===== config.mk =====
export PLATFORM = sky130hd
export DESIGN_NAME = axil_uart_top
export DESIGN_NICKNAME = d
export VERILOG_FILES = /design/src/hw/uart_pkg.sv /design/src/hw/uart_fifo.sv /design/src/hw/uart_tx.sv /design/src/hw/uart_rx.sv /design/src/hw/axil_uart_regs.sv /design/src/hw/axil_uart_top.sv
export SDC_FILE = /design/constraint.sdc
export NUM_CORES = 1
export LEC_CHECK = 0
export BUFFER_PORTS_ARGS = -buffer_cell sky130_fd_sc_hd__buf_4
export CAP_MARGIN = 10
export CORE_MARGIN = 2
export CORE_UTILIZATION = 55
export DETAILED_ROUTE_END_ITERATION = 7
export GPL_TIMING_DRIVEN = 0
export PLACE_DENSITY = 0.76
export SKIP_CTS_REPAIR_TIMING = 1
export SYNTH_ARGS = -nofsm -noshare
export SYNTH_HDL_FRONTEND = slang
export SYNTH_HIERARCHICAL = 1
export SYNTH_SLANG_ARGS = --single-unit

===== constraint.sdc =====
create_clock -name fixed_clk_i -period 15.24 [get_ports fixed_clk_i]
set_clock_uncertainty 0.1 [all_clocks]
set_input_delay 3.048 -clock fixed_clk_i [delete_from_list [all_inputs] [get_ports fixed_clk_i]]
set_output_delay 3.048 -clock fixed_clk_i [all_outputs]
set_load 0.05 [all_outputs]

===== src/hw/uart_pkg.sv =====
// shared widths, register map and state types of the axi4-lite uart, imported by every rtl module
`default_nettype none

package uart_pkg;

  typedef logic [31:0] axi_data_t;    // bus data word
  typedef logic [4:0]  axi_addr_t;    // byte address, 8 words
  typedef logic [3:0]  axi_id_t;
  typedef logic [1:0]  axi_resp_t;
  typedef logic [7:0]  uart_byte_t;
  typedef logic [15:0] baud_div_t;    // clock cycles per serial bit
  typedef logic [3:0]  fifo_level_t;  // 0 to FIFO_DEPTH

  localparam int FIFO_DEPTH = 8;

  // word index, taken from address bits 4 to 2
  localparam logic [2:0] REG_RBR_THR  = 3'd0;
  localparam logic [2:0] REG_IER      = 3'd1;
  localparam logic [2:0] REG_LCR      = 3'd3;
  localparam logic [2:0] REG_LSR      = 3'd5;
  localparam logic [2:0] REG_BAUD_DIV = 3'd7;  // visible only with dlab set

  localparam int LCR_DLAB_BIT = 7;
  localparam int LSR_DR_BIT   = 0;
  localparam int LSR_THRE_BIT = 5;
  localparam int LSR_TEMT_BIT = 6;

  localparam axi_resp_t RESP_OKAY     = 2'b00;
  localparam baud_div_t BAUD_DIV_INIT = 16'd434;  // 115200 baud from 50 MHz

  typedef enum logic {RD_IDLE, RD_RESP} rd_state_e;
  typedef enum logic {WR_IDLE, WR_RESP} wr_state_e;

  // shared by the transmitter and the receiver
  typedef enum logic [1:0] {
    SER_IDLE,
    SER_START,
    SER_DATA,
    SER_STOP
  } ser_state_e;

endpackage

`default_nettype wire


===== src/hw/uart_fifo.sv =====
// circular byte FIFO with push and pop strobes, one instance per serial direction
`timescale 1ns/1ps
`default_nettype none

module uart_fifo import uart_pkg::*; (
  input  logic       fixed_clk_i,
  input  logic       axi_aresetn_i,
  input  logic       push_i,
  input  logic       pop_i,
  input  uart_byte_t data_i,
  output uart_byte_t data_o,
  output logic       full_o,
  output logic       empty_o
);

  uart_byte_t                      mem [FIFO_DEPTH];
  logic [$clog2(FIFO_DEPTH)-1:0]   wr_ptr_q;
  logic [$clog2(FIFO_DEPTH)-1:0]   rd_ptr_q;
  fifo_level_t                     count_q;
  logic                            push_ok;
  logic                            pop_ok;

  assign full_o  = (count_q == fifo_level_t'(FIFO_DEPTH));
  assign empty_o = (count_q == '0);
  assign push_ok = push_i && !full_o;  // push on full is dropped
  assign pop_ok  = pop_i && !empty_o;
  assign data_o  = mem[rd_ptr_q];      // front entry

  always_ff @(posedge fixed_clk_i) begin
    if (push_ok) mem[wr_ptr_q] <= data_i;
  end

  always_ff @(posedge fixed_clk_i or negedge axi_aresetn_i) begin
    if (!axi_aresetn_i) begin
      wr_ptr_q <= '0;
      rd_ptr_q <= '0;
      count_q  <= '0;
    end else begin
      if (push_ok) wr_ptr_q <= wr_ptr_q + 1'b1;  // wraps at depth
      if (pop_ok) rd_ptr_q <= rd_ptr_q + 1'b1;
      case ({push_ok, pop_ok})
        2'b10:   count_q <= count_q + 1'b1;
        2'b01:   count_q <= count_q - 1'b1;
        default: count_q <= count_q;
      endcase
    end
  end

endmodule

`default_nettype wire


===== src/hw/uart_tx.sv =====
// serial transmitter, pops the tx FIFO and sends 8n1 frames at the programmed divisor
`timescale 1ns/1ps
`default_nettype none

module uart_tx import uart_pkg::*; (
  input  logic       fixed_clk_i,
  input  logic       axi_aresetn_i,
  input  baud_div_t  baud_div_i,
  input  logic       fifo_empty_i,
  input  uart_byte_t fifo_data_i,
  output logic       fifo_pop_o,
  output logic       busy_o,
  output logic       uart_tx_o
);

  ser_state_e state_q;
  baud_div_t  cnt_q;
  logic [2:0] idx_q;
  uart_byte_t shift_q;
  logic       bit_done;

  assign bit_done   = (cnt_q >= baud_div_t'(baud_div_i - 1'b1));
  assign fifo_pop_o = (state_q == SER_IDLE) && !fifo_empty_i;
  assign busy_o     = (state_q != SER_IDLE);

  always_ff @(posedge fixed_clk_i) begin
    if (fifo_pop_o) shift_q <= fifo_data_i;
    else if (bit_done && (state_q == SER_START || state_q == SER_DATA))
      shift_q <= shift_q >> 1;  // lsb first
  end

  always_ff @(posedge fixed_clk_i or negedge axi_aresetn_i) begin
    if (!axi_aresetn_i) begin
      state_q   <= SER_IDLE;
      cnt_q     <= '0;
      idx_q     <= '0;
      uart_tx_o <= 1'b1;  // line idles high
    end else begin
      cnt_q <= bit_done ? '0 : cnt_q + 1'b1;
      case (state_q)
        SER_IDLE: begin
          cnt_q <= '0;
          if (fifo_pop_o) begin
            uart_tx_o <= 1'b0;  // start bit
            state_q   <= SER_START;
          end
        end
        SER_START: begin
          if (bit_done) begin
            idx_q     <= '0;
            uart_tx_o <= shift_q[0];
            state_q   <= SER_DATA;
          end
        end
        SER_DATA: begin
          if (bit_done) begin
            if (idx_q == 3'd7) begin
              uart_tx_o <= 1'b1;  // stop bit
              state_q   <= SER_STOP;
            end else begin
              idx_q     <= idx_q + 1'b1;
              uart_tx_o <= shift_q[0];
            end
          end
        end
        default: if (bit_done) state_q <= SER_IDLE;
      endcase
    end
  end

endmodule

`default_nettype wire


===== src/hw/uart_rx.sv =====
// serial receiver, samples 8n1 frames mid-bit and pushes good bytes into the rx FIFO
`timescale 1ns/1ps
`default_nettype none

module uart_rx import uart_pkg::*; (
  input  logic       fixed_clk_i,
  input  logic       axi_aresetn_i,
  input  baud_div_t  baud_div_i,
  input  logic       uart_rx_i,
  output logic       push_o,
  output uart_byte_t data_o
);

  logic       rx_meta_q;
  logic       rx_sync_q;
  logic       rx_prev_q;
  ser_state_e state_q;
  baud_div_t  cnt_q;
  logic [2:0] idx_q;
  uart_byte_t shift_q;
  logic       half_done;
  logic       bit_done;

  assign half_done = (cnt_q >= baud_div_t'((baud_div_i >> 1) - 1'b1));
  assign bit_done  = (cnt_q >= baud_div_t'(baud_div_i - 1'b1));

  // frames with a low stop bit never reach the fifo
  assign push_o = (state_q == SER_STOP) && bit_done && rx_sync_q;
  assign data_o = shift_q;

  always_ff @(posedge fixed_clk_i or negedge axi_aresetn_i) begin
    if (!axi_aresetn_i) begin
      rx_meta_q <= 1'b1;
      rx_sync_q <= 1'b1;
      rx_prev_q <= 1'b1;
    end else begin
      rx_meta_q <= uart_rx_i;  // two-flop synchronizer
      rx_sync_q <= rx_meta_q;
      rx_prev_q <= rx_sync_q;  // for edge detect
    end
  end

  always_ff @(posedge fixed_clk_i) begin
    if (state_q == SER_DATA && bit_done) shift_q <= {rx_sync_q, shift_q[7:1]};
  end

  always_ff @(posedge fixed_clk_i or negedge axi_aresetn_i) begin
    if (!axi_aresetn_i) begin
      state_q <= SER_IDLE;
      cnt_q   <= '0;
      idx_q   <= '0;
    end else begin
      cnt_q <= cnt_q + 1'b1;
      case (state_q)
        SER_IDLE: begin
          cnt_q <= '0;
          if (rx_prev_q && !rx_sync_q) state_q <= SER_START;  // falling edge
        end
        SER_START: begin
          if (half_done) begin
            cnt_q   <= '0;
            idx_q   <= '0;
            state_q <= rx_sync_q ? SER_IDLE : SER_DATA;  // glitch if high again
          end
        end
        SER_DATA: begin
          if (bit_done) begin
            cnt_q <= '0;
            if (idx_q == 3'd7) state_q <= SER_STOP;
            else idx_q <= idx_q + 1'b1;
          end
        end
        default: if (bit_done) state_q <= SER_IDLE;
      endcase
    end
  end

endmodule

`default_nettype wire


===== src/hw/axil_uart_regs.sv =====
// axi4-lite slave with independent read and write FSMs, holding the uart control registers
`timescale 1ns/1ps
`default_nettype none

module axil_uart_regs import uart_pkg::*; (
  input  logic       fixed_clk_i,
  input  logic       axi_aresetn_i,
  input  axi_addr_t  axi_awaddr_i,
  input  axi_id_t    axi_awid_i,
  input  logic       axi_awvalid_i,
  output logic       axi_awready_o,
  input  axi_data_t  axi_wdata_i,
  input  logic       axi_wvalid_i,
  output logic       axi_wready_o,
  output logic       axi_bvalid_o,
  output axi_id_t    axi_bid_o,
  output axi_resp_t  axi_bresp_o,
  input  logic       axi_bready_i,
  input  axi_addr_t  axi_araddr_i,
  input  axi_id_t    axi_arid_i,
  input  logic       axi_arvalid_i,
  output logic       axi_arready_o,
  output logic       axi_rvalid_o,
  output axi_id_t    axi_rid_o,
  output axi_data_t  axi_rdata_o,
  output axi_resp_t  axi_rresp_o,
  input  logic       axi_rready_i,
  output logic       tx_push_o,
  output uart_byte_t tx_data_o,
  input  logic       tx_full_i,
  input  logic       tx_empty_i,
  input  logic       tx_busy_i,
  output logic       rx_pop_o,
  input  logic       rx_empty_i,
  input  uart_byte_t rx_data_i,
  output baud_div_t  baud_div_o,
  output logic       read_interrupt_o
);

  wr_state_e  wr_state_q;
  rd_state_e  rd_state_q;
  logic [2:0] wr_idx;
  logic [2:0] rd_idx;
  logic       wr_go;
  logic       rd_go;
  logic       ier_q;
  logic       dlab_q;
  axi_data_t  lsr_word;
  axi_data_t  rd_word;

  assign wr_idx = axi_awaddr_i[4:2];
  assign rd_idx = axi_araddr_i[4:2];

  // a thr write with dlab clear waits for space in the tx fifo
  assign wr_go = (wr_state_q == WR_IDLE) && axi_awvalid_i && axi_wvalid_i &&
                 !((wr_idx == REG_RBR_THR) && !dlab_q && tx_full_i);
  assign rd_go = (rd_state_q == RD_IDLE) && axi_arvalid_i;

  assign tx_push_o = wr_go && (wr_idx == REG_RBR_THR) && !dlab_q;
  assign tx_data_o = axi_wdata_i[7:0];  // low byte only
  assign rx_pop_o  = rd_go && (rd_idx == REG_RBR_THR) && !dlab_q && !rx_empty_i;

  assign axi_bresp_o = RESP_OKAY;
  assign axi_rresp_o = RESP_OKAY;

  always_ff @(posedge fixed_clk_i or negedge axi_aresetn_i) begin
    if (!axi_aresetn_i) begin
      wr_state_q    <= WR_IDLE;
      axi_awready_o <= 1'b0;
      axi_wready_o  <= 1'b0;
      axi_bvalid_o  <= 1'b0;
    end else begin
      case (wr_state_q)
        WR_IDLE: begin
          if (wr_go) begin
            axi_awready_o <= 1'b1;
            axi_wready_o  <= 1'b1;
            axi_bvalid_o  <= 1'b1;
            wr_state_q    <= WR_RESP;
          end
        end
        default: begin
          axi_awready_o <= 1'b0;  // single-cycle ready pulse
          axi_wready_o  <= 1'b0;
          if (axi_bready_i) begin
            axi_bvalid_o <= 1'b0;
            wr_state_q   <= WR_IDLE;
          end
        end
      endcase
    end
  end

  always_ff @(posedge fixed_clk_i) begin
    if (wr_go) axi_bid_o <= axi_awid_i;
  end

  always_ff @(posedge fixed_clk_i or negedge axi_aresetn_i) begin
    if (!axi_aresetn_i) begin
      ier_q      <= 1'b0;
      dlab_q     <= 1'b0;
      baud_div_o <= BAUD_DIV_INIT;
    end else if (wr_go) begin
      case (wr_idx)
        REG_IER:      if (!dlab_q) ier_q <= axi_wdata_i[0];
        REG_LCR:      dlab_q <= axi_wdata_i[LCR_DLAB_BIT];  // other lcr fields not kept
        REG_BAUD_DIV: if (dlab_q) baud_div_o <= axi_wdata_i[15:0];
        default:      ;  // unmapped or thr, nothing to store
      endcase
    end
  end

  always_comb begin
    lsr_word               = '0;
    lsr_word[LSR_DR_BIT]   = !rx_empty_i;
    lsr_word[LSR_THRE_BIT] = tx_empty_i;
    lsr_word[LSR_TEMT_BIT] = tx_empty_i && !tx_busy_i;
  end

  always_comb begin
    rd_word = '0;
    case (rd_idx)
      REG_RBR_THR:  if (!dlab_q && !rx_empty_i) rd_word = axi_data_t'(rx_data_i);
      REG_IER:      rd_word[0] = ier_q;
      REG_LCR:      rd_word[LCR_DLAB_BIT] = dlab_q;
      REG_LSR:      rd_word = lsr_word;
      REG_BAUD_DIV: if (dlab_q) rd_word = axi_data_t'(baud_div_o);
      default:      rd_word = '0;  // unmapped reads return zero
    endcase
  end

  always_ff @(posedge fixed_clk_i or negedge axi_aresetn_i) begin
    if (!axi_aresetn_i) begin
      rd_state_q    <= RD_IDLE;
      axi_arready_o <= 1'b0;
      axi_rvalid_o  <= 1'b0;
    end else begin
      case (rd_state_q)
        RD_IDLE: begin
          if (rd_go) begin
            axi_arready_o <= 1'b1;
            axi_rvalid_o  <= 1'b1;
            rd_state_q    <= RD_RESP;
          end
        end
        default: begin
          axi_arready_o <= 1'b0;
          if (axi_rready_i) begin
            axi_rvalid_o <= 1'b0;
            rd_state_q   <= RD_IDLE;
          end
        end
      endcase
    end
  end

  always_ff @(posedge fixed_clk_i) begin
    if (rd_go) begin
      axi_rid_o   <= axi_arid_i;
      axi_rdata_o <= rd_word;  // held until rready
    end
  end

  always_ff @(posedge fixed_clk_i or negedge axi_aresetn_i) begin
    if (!axi_aresetn_i) read_interrupt_o <= 1'b0;
    else read_interrupt_o <= !rx_empty_i && ier_q;
  end

endmodule

`default_nettype wire


===== src/hw/axil_uart_top.sv =====
// axi4-lite uart top level, connects the register block, both FIFOs and the serial engines
`timescale 1ns/1ps
`default_nettype none

module axil_uart_top import uart_pkg::*; (
  input  logic      fixed_clk_i,
  input  logic      axi_aresetn_i,
  input  axi_addr_t axi_awaddr_i,
  input  axi_id_t   axi_awid_i,
  input  logic      axi_awvalid_i,
  output logic      axi_awready_o,
  input  axi_data_t axi_wdata_i,
  input  logic      axi_wvalid_i,
  output logic      axi_wready_o,
  output logic      axi_bvalid_o,
  output axi_id_t   axi_bid_o,
  output axi_resp_t axi_bresp_o,
  input  logic      axi_bready_i,
  input  axi_addr_t axi_araddr_i,
  input  axi_id_t   axi_arid_i,
  input  logic      axi_arvalid_i,
  output logic      axi_arready_o,
  output logic      axi_rvalid_o,
  output axi_id_t   axi_rid_o,
  output axi_data_t axi_rdata_o,
  output axi_resp_t axi_rresp_o,
  input  logic      axi_rready_i,
  input  logic      uart_rx_i,
  output logic      uart_tx_o,
  output logic      read_interrupt_o
);

  logic       tx_push;
  uart_byte_t tx_wr_data;
  logic       tx_full;
  logic       tx_empty;
  logic       tx_busy;
  logic       tx_pop;
  uart_byte_t tx_front;
  logic       rx_push;
  uart_byte_t rx_wr_data;
  logic       rx_pop;
  logic       rx_empty;
  uart_byte_t rx_front;
  baud_div_t  baud_div;

  axil_uart_regs regs_i (
    .fixed_clk_i      (fixed_clk_i),
    .axi_aresetn_i    (axi_aresetn_i),
    .axi_awaddr_i     (axi_awaddr_i),
    .axi_awid_i       (axi_awid_i),
    .axi_awvalid_i    (axi_awvalid_i),
    .axi_awready_o    (axi_awready_o),
    .axi_wdata_i      (axi_wdata_i),
    .axi_wvalid_i     (axi_wvalid_i),
    .axi_wready_o     (axi_wready_o),
    .axi_bvalid_o     (axi_bvalid_o),
    .axi_bid_o        (axi_bid_o),
    .axi_bresp_o      (axi_bresp_o),
    .axi_bready_i     (axi_bready_i),
    .axi_araddr_i     (axi_araddr_i),
    .axi_arid_i       (axi_arid_i),
    .axi_arvalid_i    (axi_arvalid_i),
    .axi_arready_o    (axi_arready_o),
    .axi_rvalid_o     (axi_rvalid_o),
    .axi_rid_o        (axi_rid_o),
    .axi_rdata_o      (axi_rdata_o),
    .axi_rresp_o      (axi_rresp_o),
    .axi_rready_i     (axi_rready_i),
    .tx_push_o        (tx_push),
    .tx_data_o        (tx_wr_data),
    .tx_full_i        (tx_full),
    .tx_empty_i       (tx_empty),
    .tx_busy_i        (tx_busy),
    .rx_pop_o         (rx_pop),
    .rx_empty_i       (rx_empty),
    .rx_data_i        (rx_front),
    .baud_div_o       (baud_div),
    .read_interrupt_o (read_interrupt_o)
  );

  uart_fifo tx_fifo_i (
    .fixed_clk_i   (fixed_clk_i),
    .axi_aresetn_i (axi_aresetn_i),
    .push_i        (tx_push),
    .pop_i         (tx_pop),
    .data_i        (tx_wr_data),
    .data_o        (tx_front),
    .full_o        (tx_full),
    .empty_o       (tx_empty)
  );

  uart_fifo rx_fifo_i (
    .fixed_clk_i   (fixed_clk_i),
    .axi_aresetn_i (axi_aresetn_i),
    .push_i        (rx_push),
    .pop_i         (rx_pop),
    .data_i        (rx_wr_data),
    .data_o        (rx_front),
    .full_o        (),          // overflow bytes are simply lost
    .empty_o       (rx_empty)
  );

  uart_tx tx_i (
    .fixed_clk_i   (fixed_clk_i),
    .axi_aresetn_i (axi_aresetn_i),
    .baud_div_i    (baud_div),
    .fifo_empty_i  (tx_empty),
    .fifo_data_i   (tx_front),
    .fifo_pop_o    (tx_pop),
    .busy_o        (tx_busy),
    .uart_tx_o     (uart_tx_o)
  );

  uart_rx rx_i (
    .fixed_clk_i   (fixed_clk_i),
    .axi_aresetn_i (axi_aresetn_i),
    .baud_div_i    (baud_div),
    .uart_rx_i     (uart_rx_i),
    .push_o        (rx_push),
    .data_o        (rx_wr_data)
  );

endmodule

`default_nettype wire


# Word-level counts from Yosys, hierarchy flattened
# Memory sizes are Yosys's and may differ from the RTL's.
# Index checks and enable logic that the tools add are counted.
[totals]
output_inout_bits = 51
mem_bits_rw = 128
memories = 2
register_bits = 147
[classes]
n_addsub = 14
n_eq_ne = 32
n_reduce_logical = 60
order_cmp = 3
n_mux = 59
bitwise_logic = 3
[memory_table]
columns = ["name", "depth", "word_bits", "read_ports", "rd_clocked_by_memory_dff", "wr", "line", "text"]
rows = [
  ["rx_fifo_i.mem", 8, 8, 1, 0, 1, "uart_fifo.sv:16", "uart_byte_t mem [FIFO_DEPTH];"],
  ["tx_fifo_i.mem", 8, 8, 1, 0, 1, "uart_fifo.sv:16", ""],
]
[ops]
columns = ["operator", "n"]
rows = [
  ["16-bit 2-to-1 mux", 5],
  ["16-bit >= comparator", 3],
  ["16-bit one-hot mux with 3 select lines", 1],
  ["16-bit by 1-bit adder with 16-bit output, second input constant", 2],
  ["1-bit logical AND", 24],
  ["8-bit 2-to-1 mux", 3],
  ["1-bit 2-to-1 mux", 22],
  ["2-bit 2-to-1 mux", 11],
  ["3-bit by 1-bit adder with 3-bit output, second input constant", 6],
  ["3-bit 2-to-1 mux", 6],
  ["6-bit one-hot mux with 3 select lines", 1],
  ["2-bit nonzero test", 9],
  ["4-bit one-hot mux with 2 select lines", 2],
  ["8-bit one-hot mux with 2 select lines", 1],
  ["15-bit by 1-bit subtractor with 16-bit output, second input constant", 1],
  ["16-bit by 1-bit subtractor with 16-bit output, second input constant", 1],
  ["3-bit == test, second input constant", 5],
  ["2-bit inequality test, second input constant", 7],
  ["2-bit one-hot mux with 3 select lines", 2],
  ["3-bit one-hot mux with 2 select lines", 2],
  ["4-bit AND reduction", 3],
  ["2-bit == test, second input constant", 5],
  ["2-bit by 1-bit inequality test with 1-bit output, second input constant", 5],
  ["5-bit AND reduction", 2],
  ["other kinds (17)", 42],
]

# Logic depth before layout (Yosys ltp)
# Gate-level depths: netlist of the first run.
[depth]
word_depth = 10
ltp_mapped = 20

# Modules after synthesis
# Netlist of the first run, hierarchy kept.
[by_module_without_submodules]
columns = ["module", "n_inst", "cells_per_inst", "seq_area_each_um2", "area_each_um2"]
rows = [
  ["uart_fifo (rx_fifo_i)", 1, 162, 2172.1, 3136.8],
  ["uart_fifo (tx_fifo_i)", 1, 160, 2172.1, 3134.3],
  ["uart_rx", 1, 269, 844.6, 2526.2],
  ["uart_tx", 1, 228, 792.0, 2274.7],
  ["axil_uart_regs", 1, 154, 1352.5, 2198.4],
]

# Worst setup path before layout of the first run
# Ideal clock, no wire load.
[synth_timing]
kind = "input-to-reg"
startpoint = "input axi_arvalid_i"
endpoint = "register rx_fifo_i.count_q[3]"
t_required_ps = 15006
arrival_time_ps = 5849
path_buffers = 0
setup_slack_ps = 9158
stages = 9
setup_time_ps = 134
cell_sequence = "nor2b_1 -> and2_1 -> o41ai_2 -> inv_1 -> ha_1 -> ha_1 -> or4b_2 -> o311ai_0 -> o211ai_1"
[synth_via]
elab_chain_cells = 7
elab_cells_between_ends = 9
cone_classes = "eq/ne (2); mux (1); reduce/logical (6)"
[synth_lines]
columns = ["item", "line", "text"]
rows = [
  ["from (decl)", "axil_uart_top.sv:21", "input logic axi_arvalid_i,"],
  ["1-bit logical AND (*)", "axil_uart_regs.sv:57", "assign rd_go = (rd_state_q == RD_IDLE) && axi_arvalid_i;"],
  ["1-bit logical AND (*) (3 in series)", "axil_uart_regs.sv:61", "assign rx_pop_o = rd_go && (rd_idx == REG_RBR_THR) && !dlab_q && !rx_empty_i;"],
  ["via rx_pop", "axil_uart_top.sv:42", "logic rx_pop;"],
  ["1-bit logical AND (*)", "uart_fifo.sv:26", "assign pop_ok = pop_i && !empty_o;"],
  ["via rx_fifo_i.pop_ok", "uart_fifo.sv:21", "logic pop_ok;"],
  ["2-bit by 1-bit == test with 1-bit output or 2-bit == test (tied branches)", "uart_fifo.sv:41", "case ({push_ok, pop_ok})"],
  ["4-bit one-hot mux with 2 select lines or 2-bit nonzero test (tied branches)", "n/a", ""],
  ["to (signal assigned)", "uart_fifo.sv:42", "2'b10: count_q <= count_q + 1'b1;"],
  ["to (signal assigned)", "uart_fifo.sv:43", "2'b01: count_q <= count_q - 1'b1;"],
  ["to (signal assigned)", "uart_fifo.sv:44", "default: count_q <= count_q;"],
  ["to (decl)", "uart_fifo.sv:19", "fifo_level_t count_q;"],
]
# The timed path passes the listed nets; every way through them passes the cells marked *.
# A chain may end at the register's enable or synchronous reset.

# Worst setup path after layout of the first run
[layout_timing]
startpoint = "register regs_i.baud_div_o[3]"
endpoint = "register rx_fifo_i.count_q[3]"
[layout_via]
elab_chain_cells = 7
elab_cells_between_ends = 9
cone_classes = "add/sub (1); order compare (1); eq/ne (2); mux (1); reduce/logical (4)"
[layout_lines]
columns = ["item", "line", "text"]
rows = [
  ["from (decl)", "axil_uart_regs.sv:36", "output baud_div_t baud_div_o,"],
  ["from (signal assigned)", "axil_uart_regs.sv:107", "REG_BAUD_DIV: if (dlab_q) baud_div_o <= axi_wdata_i[15:0];"],
  ["16-bit by 1-bit subtractor with 16-bit output (*)", "uart_rx.sv:25", "assign bit_done = (cnt_q >= baud_div_t'(baud_div_i - 1'b1));"],
  ["16-bit >= comparator (*)", "uart_rx.sv:25", ""],
  ["1-bit logical AND (*) (2 in series)", "uart_rx.sv:28", "assign push_o = (state_q == SER_STOP) && bit_done && rx_sync_q;"],
  ["via rx_push", "axil_uart_top.sv:40", "logic rx_push;"],
  ["1-bit logical AND (*)", "uart_fifo.sv:25", "assign push_ok = push_i && !full_o;"],
  ["2-bit by 1-bit == test with 1-bit output or 2-bit == test (tied branches)", "uart_fifo.sv:41", ""],
  ["4-bit one-hot mux with 2 select lines or 2-bit nonzero test (tied branches)", "n/a", ""],
]
# Marked as above.

==> results.json, run 1 <==
{
  "status": "complete, no violations",
  "crit_required_ns": 15.58,
  "finalNonFillerCells": 1437,
  "relSlewSlack_pct": 36.89,
  "die_width_microns": 159.3,
  "tritoncts": "built",
  "timing.hold.ws_ns": 0.2572,
  "hold_viol_final": 0,
  "place_hpwl_mm": 18.41,
  "placed_cells": 1384,
  "die_h_microns": 159.3,
  "yosysWarningCount": 6,
  "max_cap_violations": 0,
  "p_per_area_nw_per_um2": 155.5,
  "htree_levels": 1,
  "die-area_sq_um": 25380,
  "grt_start_max_net_pins": 92,
  "leakage_nw": 6.179,
  "finalWorstSetupSlack_ns": 9.125,
  "period_minus_slack_ns": 6.115,
  "grt_setup_unrepaired": "false",
  "path_max_fanout": 9,
  "endpoint_kind": "register",
  "place_ws_ns": 9.045,
  "hold_class": "reg -> reg",
  "insertion_delay_ns": 0.57,
  "min_period_over_period_pct": 40.13,
  "drt-wirelength-per-cell_microns": 18.40,
  "antenna_found_initial": 0,
  "nFillCells": 1754,
  "clk_pin_slew_worst_paths_ns": 0.06,
  "clock_sinks": 259,
  "layout_common_cells": "edfxtp_1 (168), buf_4 (99), dfrtp_1 (82), nor2_1 (78), ha_1 (72)",
  "fmax_mhz": 163.5,
  "cp.arrival_ns": 6.45,
  "firstDrtPassIters": 5,
  "drive_gt1_share_pct": 22.18,
  "maxSlewViolCount": 0,
  "final_common_cell": "edfxtp_1",
  "cts-root-buf": "clkbuf_16",
  "area_growth_pct": 14.67,
  "vdd_ir_drop_max_v": 0.00008844,
  "setup_violations": 0,
  "dr.first_iter.drc_count": 576,
  "ant_nets": 0,
  "cts_buffers": 28,
  "final_nets": 1228,
  "first_global_vias": 8050,
  "grtUsageTotal_pct": 20.92,
  "grt_overflow": 0,
  "drt_wl_total_mm": 26.44,
  "portBuffers": 68,
  "start_util_pct": 56.35,
  "total_power_mw": 2.365,
  "critPathKind": "reg -> reg",
  "via_count": 8055,
  "rows": 56,
  "synth_cells": 972,
  "grt_pass1_wl_mm": 42.63,
  "cts.path.max_buffers": 3,
  "diodes": 0,
  "syn_area_sq_um": 13270,
  "multiInputGateArea_sq_um": 5456,
  "gp_congestion": 0.8186,
  "drc": 0,
  "tightest_slew_ns": 0.9394,
  "start_kind": "register",
  "coreArea_sq_um": 23540,
  "via_per_inst": 5.605,
  "regArea_sq_um": 7333,
  "num_io_pins": 109,
  "fin_setup_tns_ns": 0,
  "post_synth.cell_area_avg_sq_um": 13.65
}
==> flip-flops by register name (all words and copies together), names as in the netlist, 2 cells and up <==
register	cells
regs_i/axi_rid_o	4
rx_fifo_i/wr_ptr_q	3
rx_i/state_q	2
tx_i/cnt_q	16
tx_fifo_i/rd_ptr_q	3
tx_fifo_i/wr_ptr_q	3
tx_fifo_i/mem	64
rx_fifo_i/mem	64
regs_i/axi_bid_o	4
tx_fifo_i/count_q	4
tx_i/idx_q	3
rx_i/cnt_q	16
rx_i/data_o	8
rx_fifo_i/rd_ptr_q	3
tx_i/state_q	2
tx_i/shift_q	8
regs_i/baud_div_o	16
rx_fifo_i/count_q	4
rx_i/idx_q	3
regs_i/axi_rdata_o	16
==> where the power goes <==
part	internal (mW)	switching, mW
Sequential	0.827	0.0845
Clock	0.371	0.279
Combinational	0.372	0.432
Total	1.57	0.795
==> metrics by stage <==
step / instance area [sq um] / util [%]
final: 15210 / 64.62
after global routing: 15210 / 64.62
after CTS: 15190 / 64.50
after detailed placement: 14300 / 60.72
after global placement: 14250 / 60.52
after floorplan: 13340 / -
==> metal layers <==
layer	track usage, %	vias up	share of wire, %
met5	0	-	0
met4	4.091	0	1.6
met3	2.683	29	4.8
met2	36.86	194	51
met1	28.18	3979	43
li1	-	3853	-
==> final cells by class <==
cell class / instances / area share, %
sequential: 259 / 48.20
multi-input combinational: 640 / 35.87
clock buffer: 30 / 4.655
timing repair buffer: 75 / 3.833
buffer: 53 / 2.656
tap: 319 / 2.624
clock inverter: 22 / 1.201
inverter: 39 / 0.9623
==> path summary, 6_finish.rpt <==
| check | cells after the start | startpoint | slack [ns] | to |
|---|---|---|---|---|
| hold reg to reg | 0 | rx_i/rx_meta_q | 0.26 | rx_i/rx_sync_q |
| setup reg to reg | 20 | regs_i/baud_div_o[3] | 9.12 | rx_fifo_i/count_q[3] |
| max in group asynchronous | 2 | axi_aresetn_i | 12.02 | tx_i/uart_tx_o |
| setup / recovery | 20 | regs_i/baud_div_o[3] | 9.12 | rx_fifo_i/count_q[3] |
| min in group asynchronous | 1 | axi_aresetn_i | 2.29 | regs_i/axi_wready_o |
| hold / removal | 0 | rx_i/rx_meta_q | 0.26 | rx_i/rx_sync_q |
==> worst max-delay path: stages (launching register included) <==
cell,delay (ns)
dfrtp_1,0.51
clkbuf_2,0.23
or4_4,0.55
inv_1,0.07
nand2_1,0.08
or2_2,0.32
nor4b_2,0.25
xnor2_1,0.12
ha_1,0.34
nand4_1,0.17
or4_1,0.57
a221o_1,0.29
o211ai_2,0.17
nand2_1,0.13
nor2_1,0.35
nand2_2,0.14
ha_1,0.33
ha_1,0.37
or4b_2,0.65
o311ai_0,0.13
o211ai_1,0.13
Note: power is estimated with default switching activity, not from simulation.
==> inputs of run 2 (changes only) <==
==> constraint.sdc (replaced) <==
create_clock -name fixed_clk_i -period 5.9 [get_ports fixed_clk_i]
set_clock_uncertainty 0.1 [all_clocks]
set_input_delay 1.18 -clock fixed_clk_i [delete_from_list [all_inputs] [get_ports fixed_clk_i]]
set_output_delay 1.18 -clock fixed_clk_i [all_outputs]
set_load 0.05 [all_outputs]
==> run 2 against run 1 <==
Clock power rose to 2.6 times the previous value. Global-route usage unchanged. Setup slack worse by 8.8 ns. First-iteration DRC count down 0.87%. Total power rose to 2.6 times the previous value. Critical path type unchanged. Highest routed layer unchanged.
==> results.json, run 2 (synthesized netlist as in run 1, its figures left out) <==
{
  "drive_gt1_share_pct": 22.86,
  "start_util_pct": 56.35,
  "pwr-share-comb_pct": 34.3,
  "portBuffers": 68,
  "grtUsageTotal_pct": 20.92,
  "via_count": 8033,
  "path_max_fanout": 9,
  "place_hpwl_mm": 18.41,
  "period_minus_slack_ns": 5.582,
  "cts.path.max_buffers": 3,
  "num_io_pins": 109,
  "tritoncts": "built",
  "rows": 56,
  "min_period_over_period_pct": 94.60,
  "grt_setup_unrepaired": "false",
  "p_int_mw": 4.071,
  "grt_pass1_wl_mm": 42.63,
  "clk_pin_slew_worst_paths_ns": 0.06,
  "power.switching_mw": 2.064,
  "tightest_slew_ns": 0.9595,
  "firstDrtPassIters": 5,
  "p_per_area_nw_per_um2": 401.8,
  "antenna_found_initial": 0,
  "layout_common_cells": "edfxtp_1 (168), buf_4 (101), dfrtp_1 (81), nor2_1 (77), ha_1 (70)",
  "endpoint_kind": "register",
  "hold_viol_final": 0,
  "total_power_mw": 6.134,
  "p_clk_share_pct": 27.3,
  "final_common_cell": "edfxtp_1",
  "area_growth_pct": 15.09,
  "drt-wirelength-per-cell_microns": 18.45,
  "setup_violations": 0,
  "drt_wl_total_mm": 26.56,
  "leakage_nw": 6.184,
  "coreArea_sq_um": 23540,
  "dr.first_iter.drc_count": 571,
  "cts_buffers": 28,
  "gp_congestion": 0.8186,
  "grt_overflow": 0,
  "htree_levels": 1,
  "place_ws_ns": -0.2812,
  "first_global_vias": 8050,
  "finalWorstSetupSlack_ns": 0.3184,
  "crit_required_ns": 6.24,
  "fmax_mhz": 179.2,
  "sw_frac_of_total_pct": 33.64,
  "diodes": 0,
  "critPathKind": "reg -> reg",
  "cts-root-buf": "clkbuf_16",
  "relSlewSlack_pct": 35.80,
  "die_h_microns": 159.3,
  "grt_start_max_net_pins": 92,
  "vdd_ir_drop_max_v": 0.0002284,
  "start_kind": "register",
  "cp.arrival_ns": 5.92,
  "insertion_delay_ns": 0.57,
  "fin_area_sq_um": 15270,
  "drc": 0,
  "max_cap_violations": 0,
  "ant_nets": 0,
  "largestRegisters": "rx_fifo_i/mem x64, tx_fifo_i/mem x64",
  "via_per_inst": 5.582,
  "placed_area_sq_um": 14300,
  "clock_sinks": 259,
  "die-area_sq_um": 25380,
  "final_nets": 1230,
  "maxSlewViolCount": 0,
  "hold_class": "reg -> reg",
  "status": "complete, no violations",
  "die_width_microns": 159.3,
  "p_seq_share_pct": 38.4
}
run 2: routing by layer:
layer	global-route usage (%)	vias to the layer above	share of wire, %	routed length [microns]
met2	36.86	176	51	13540
met3	2.683	36	4.0	1060
li1	-	3847	-	-
met1	28.18	3974	43	11490
met5	0	-	0	0
met4	4.091	0	1.8	466
run 2: metrics by stage:
step                setup TNS [ns]  instances  util [%]  hold WS, ns
floorplan                        0        991         -       0.2452
global placement            -1.706       1378     60.52       0.2462
global route                     0       1439     64.85       0.2674
finish                           0       1439     64.85       0.2573
CTS                        -0.2833       1436     64.50       0.2583
detailed placement         -0.2812       1384     60.72       0.2495
run 2: path summary, 6_finish.rpt:
kind / startpoint / end / slack [ns] / depth (start not counted)
setup / recovery: regs_i/baud_div_o[3] / rx_fifo_i/count_q[3] / 0.32 / 20
hold / removal: rx_i/rx_meta_q / rx_i/rx_sync_q / 0.26 / 0
setup reg to reg: regs_i/baud_div_o[3] / rx_fifo_i/count_q[3] / 0.32 / 20
hold reg to reg: rx_i/rx_meta_q / rx_i/rx_sync_q / 0.26 / 0
max in group asynchronous: axi_aresetn_i / tx_i/uart_tx_o / 4.55 / 2
min in group asynchronous: axi_aresetn_i / regs_i/axi_wready_o / 0.42 / 1
run 2: final cells by class:
class | count | area [sq um]
inverters | 39 | 146.4
repair buffers | 77 | 598.1
multi-input cells | 640 | 5495
clock buffers | 30 | 708.2
flip-flops and latches | 259 | 7335
well taps | 319 | 399.1
clock inverters | 22 | 182.7
fillers | 1748 | 8274
plain buffers | 53 | 404.1
run 2: power groups by stage:
stage | clock (mW) | sequential (mW) | combinational, mW
2_1_floorplan | 0 | 2.38 | 1.57
5_1_grt | 1.78 | 2.39 | 2.33
3_5_place_dp | 0 | 2.39 | 2.06
3_3_place_gp | 0 | 2.37 | 2.00
6_report | 1.68 | 2.35 | 2.10
4_1_cts | 1.71 | 2.35 | 2.08
run 2: worst max-delay path, stage by stage, from the launching register on:
cell and delay [ns]:
dfrtp_2 0.44, clkbuf_2 0.18, or4_4 0.56, inv_1 0.07
nand2_1 0.08, or2_2 0.32, nor4b_2 0.25, xnor2_1 0.12
ha_1 0.34, nand4_1 0.14, or4_1 0.56, a221o_1 0.32
o211ai_4 0.17, nand2_2 0.13, nor2_4 0.17, nand2_2 0.11
ha_2 0.26, ha_4 0.25, or4b_2 0.64, o311ai_0 0.13
o211ai_1 0.13
==> inputs of run 3 (changes only) <==
--- a/config.mk
+++ b/config.mk
@@ -8,10 +8,10 @@
 export BUFFER_PORTS_ARGS = -buffer_cell sky130_fd_sc_hd__buf_4
 export CAP_MARGIN = 10
 export CORE_MARGIN = 2
-export CORE_UTILIZATION = 55
+export CORE_UTILIZATION = 40
 export DETAILED_ROUTE_END_ITERATION = 7
 export GPL_TIMING_DRIVEN = 0
-export PLACE_DENSITY = 0.76
+export PLACE_DENSITY = 0.59
 export SKIP_CTS_REPAIR_TIMING = 1
 export SYNTH_ARGS = -nofsm -noshare
 export SYNTH_HDL_FRONTEND = slang
==> constraint.sdc (replaced) <==
create_clock -name fixed_clk_i -period 6.65 [get_ports fixed_clk_i]
set_clock_uncertainty 0.1 [all_clocks]
set_input_delay 1.33 -clock fixed_clk_i [delete_from_list [all_inputs] [get_ports fixed_clk_i]]
set_output_delay 1.33 -clock fixed_clk_i [all_outputs]
set_load 0.05 [all_outputs]
==> run 3 against run 2 <==
Wire length up 5.2%. Setup slack better by 0.15 ns. Final area up 1.8%. Largest power group unchanged.
==> results.json, run 3 (synthesized netlist as in run 1, its figures left out) <==
{
  "maxSlewViolCount": 0,
  "p_per_area_nw_per_um2": 366.8,
  "largestRegisters": "rx_fifo_i/mem x64, tx_fifo_i/mem x64",
  "place_ws_ns": 0.4413,
  "placed_cells": 1504,
  "cts_buffers": 29,
  "num_io_pins": 109,
  "final_common_cell": "edfxtp_1",
  "dr.first_iter.drc_count": 473,
  "die_width_microns": 186.1,
  "max_cap_violations": 0,
  "clk_pin_slew_worst_paths_ns": 0.06,
  "tightest_slew_ns": 0.9790,
  "cts-root-buf": "clkbuf_16",
  "met2_usage_pct": 26.66,
  "fmax_mhz": 161.9,
  "crit_buf_inv": 2,
  "leakage_nw": 6.262,
  "period_minus_slack_ns": 6.178,
  "vdd_ir_drop_max_v": 0.0002040,
  "grt_setup_unrepaired": "false",
  "drt_wl_total_mm": 27.95,
  "relSlewSlack_pct": 34.49,
  "clock_sinks": 259,
  "via_per_inst": 5.078,
  "htree_levels": 1,
  "fin_setup_tns_ns": 0,
  "insertion_delay_ns": 0.56,
  "cp.arrival_ns": 6.51,
  "place_hpwl_mm": 19.45,
  "use_met1_pct": 23.14,
  "firstDrtPassIters": 5,
  "final_core_util_pct": 47.66,
  "grt_overflow": 0,
  "grtUsageTotal_pct": 16.33,
  "busiest_layer": "met2",
  "crit_chain": "clkbuf_2 -> or4_4 -> inv_1 -> nand2_1 -> or2_2 -> nor4b_2 -> xnor2_1 -> ha_1 -> nand4_1 -> or4_1 -> a221o_1 -> o211ai_2 -> nand2_1 -> nor2_1 -> nand2_2 -> ha_1 -> ha_1 -> or4b_2 -> o311ai_0 -> o211ai_1",
  "first_global_vias": 7716,
  "gp_congestion": 0.7793,
  "ant_nets": 0,
  "die-area_sq_um": 34640,
  "finalNonFillerCells": 1558,
  "worst_path_largest_cell_delay_ns": 0.64,
  "slowest_stage": "or4b_2",
  "timing.hold.ws_ns": 0.2549,
  "grt_start_max_net_pins": 62,
  "worst_path_most_repeated_cell": "ha_1",
  "tritoncts": "built",
  "endpoint_kind": "register",
  "grt_pass1_wl_mm": 43.30,
  "drc": 0,
  "final_nets": 1225,
  "area_growth_pct": 17.17,
  "diodes": 0,
  "fin_area_sq_um": 15540,
  "start_util_pct": 40.67,
  "start_kind": "register",
  "setup_violations": 0,
  "critPathKind": "reg -> reg",
  "cts.path.max_buffers": 3,
  "portBuffers": 68,
  "hold_class": "reg -> reg",
  "hold_viol_final": 0,
  "drt-wirelength-per-cell_microns": 17.94,
  "total_power_mw": 5.702,
  "coreArea_sq_um": 32620,
  "crit_required_ns": 6.98,
  "path_delay_family": "simple AND/OR/NAND/NOR gates",
  "placed_area_sq_um": 14470,
  "die_h_microns": 186.1,
  "via_count": 7911,
  "path_max_fanout": 9,
  "status": "complete, no violations",
  "layout_common_cells": "edfxtp_1 (168), buf_4 (97), dfrtp_1 (82), nor2_1 (78), ha_1 (72)",
  "rows": 66,
  "min_period_over_period_pct": 92.90,
  "finalWorstSetupSlack_ns": 0.4724,
  "met3_usage_pct": 2.152,
  "antenna_found_initial": 0,
  "drive_gt1_share_pct": 22.94
}
[run 3: cell types whose count changed in the layout (fill, tap and decap cells not counted), sizes merged]
cell / delta
buf: -6
bufinv: +5
clkbuf: +2
clkinv: -5
[run 3: worst paths after layout]
path | start | to | slack [ns] | cells after the start
max | regs_i/baud_div_o[3] | rx_fifo_i/count_q[3] | 0.47 | 20
min | rx_i/rx_meta_q | rx_i/rx_sync_q | 0.25 | 0
max reg2reg | regs_i/baud_div_o[3] | rx_fifo_i/count_q[3] | 0.47 | 20
min reg2reg | rx_i/rx_meta_q | rx_i/rx_sync_q | 0.25 | 0
max in group asynchronous | axi_aresetn_i | rx_i/rx_meta_q | 5.11 | 2
min in group asynchronous | axi_aresetn_i | tx_i/idx_q[1] | 0.62 | 1
[run 3: cell type report]
| cell class | instances | area, sq um |
|---|---|---|
| plain buffers | 53 | 404.1 |
| fillers | 2914 | 17070 |
| clock inverters | 22 | 310.3 |
| flip-flops and latches | 259 | 7333 |
| multi-input cells | 640 | 5482 |
| clock buffers | 32 | 758.2 |
| inverters | 39 | 146.4 |
| repair buffers | 71 | 558.0 |
| well taps | 442 | 553.0 |
[run 3: per-layer routing]
metal | part of all wire, % | vias to the layer above
met5 | 0 | -
li1 | - | 3844
met4 | 1.8 | 0
met3 | 3.7 | 40
met1 | 48 | 3896
met2 | 47 | 131
[run 3: worst register-to-register path, cell delays in order, from the launching register on]
cell	delay, ns
dfrtp_1	0.51
clkbuf_2	0.24
or4_4	0.56
inv_1	0.07
nand2_1	0.08
or2_2	0.33
nor4b_2	0.27
xnor2_1	0.11
ha_1	0.33
nand4_1	0.14
or4_1	0.55
a221o_1	0.29
o211ai_2	0.18
nand2_1	0.12
nor2_1	0.38
nand2_2	0.15
ha_1	0.33
ha_1	0.38
or4b_2	0.64
o311ai_0	0.14
o211ai_1	0.13
[run 3: power by group]
part | internal (mW) | switching (mW) | total, mW
Clock | 1.10 | 0.673 | 1.77
Sequential | 1.90 | 0.196 | 2.09
Combinational | 0.850 | 0.988 | 1.84
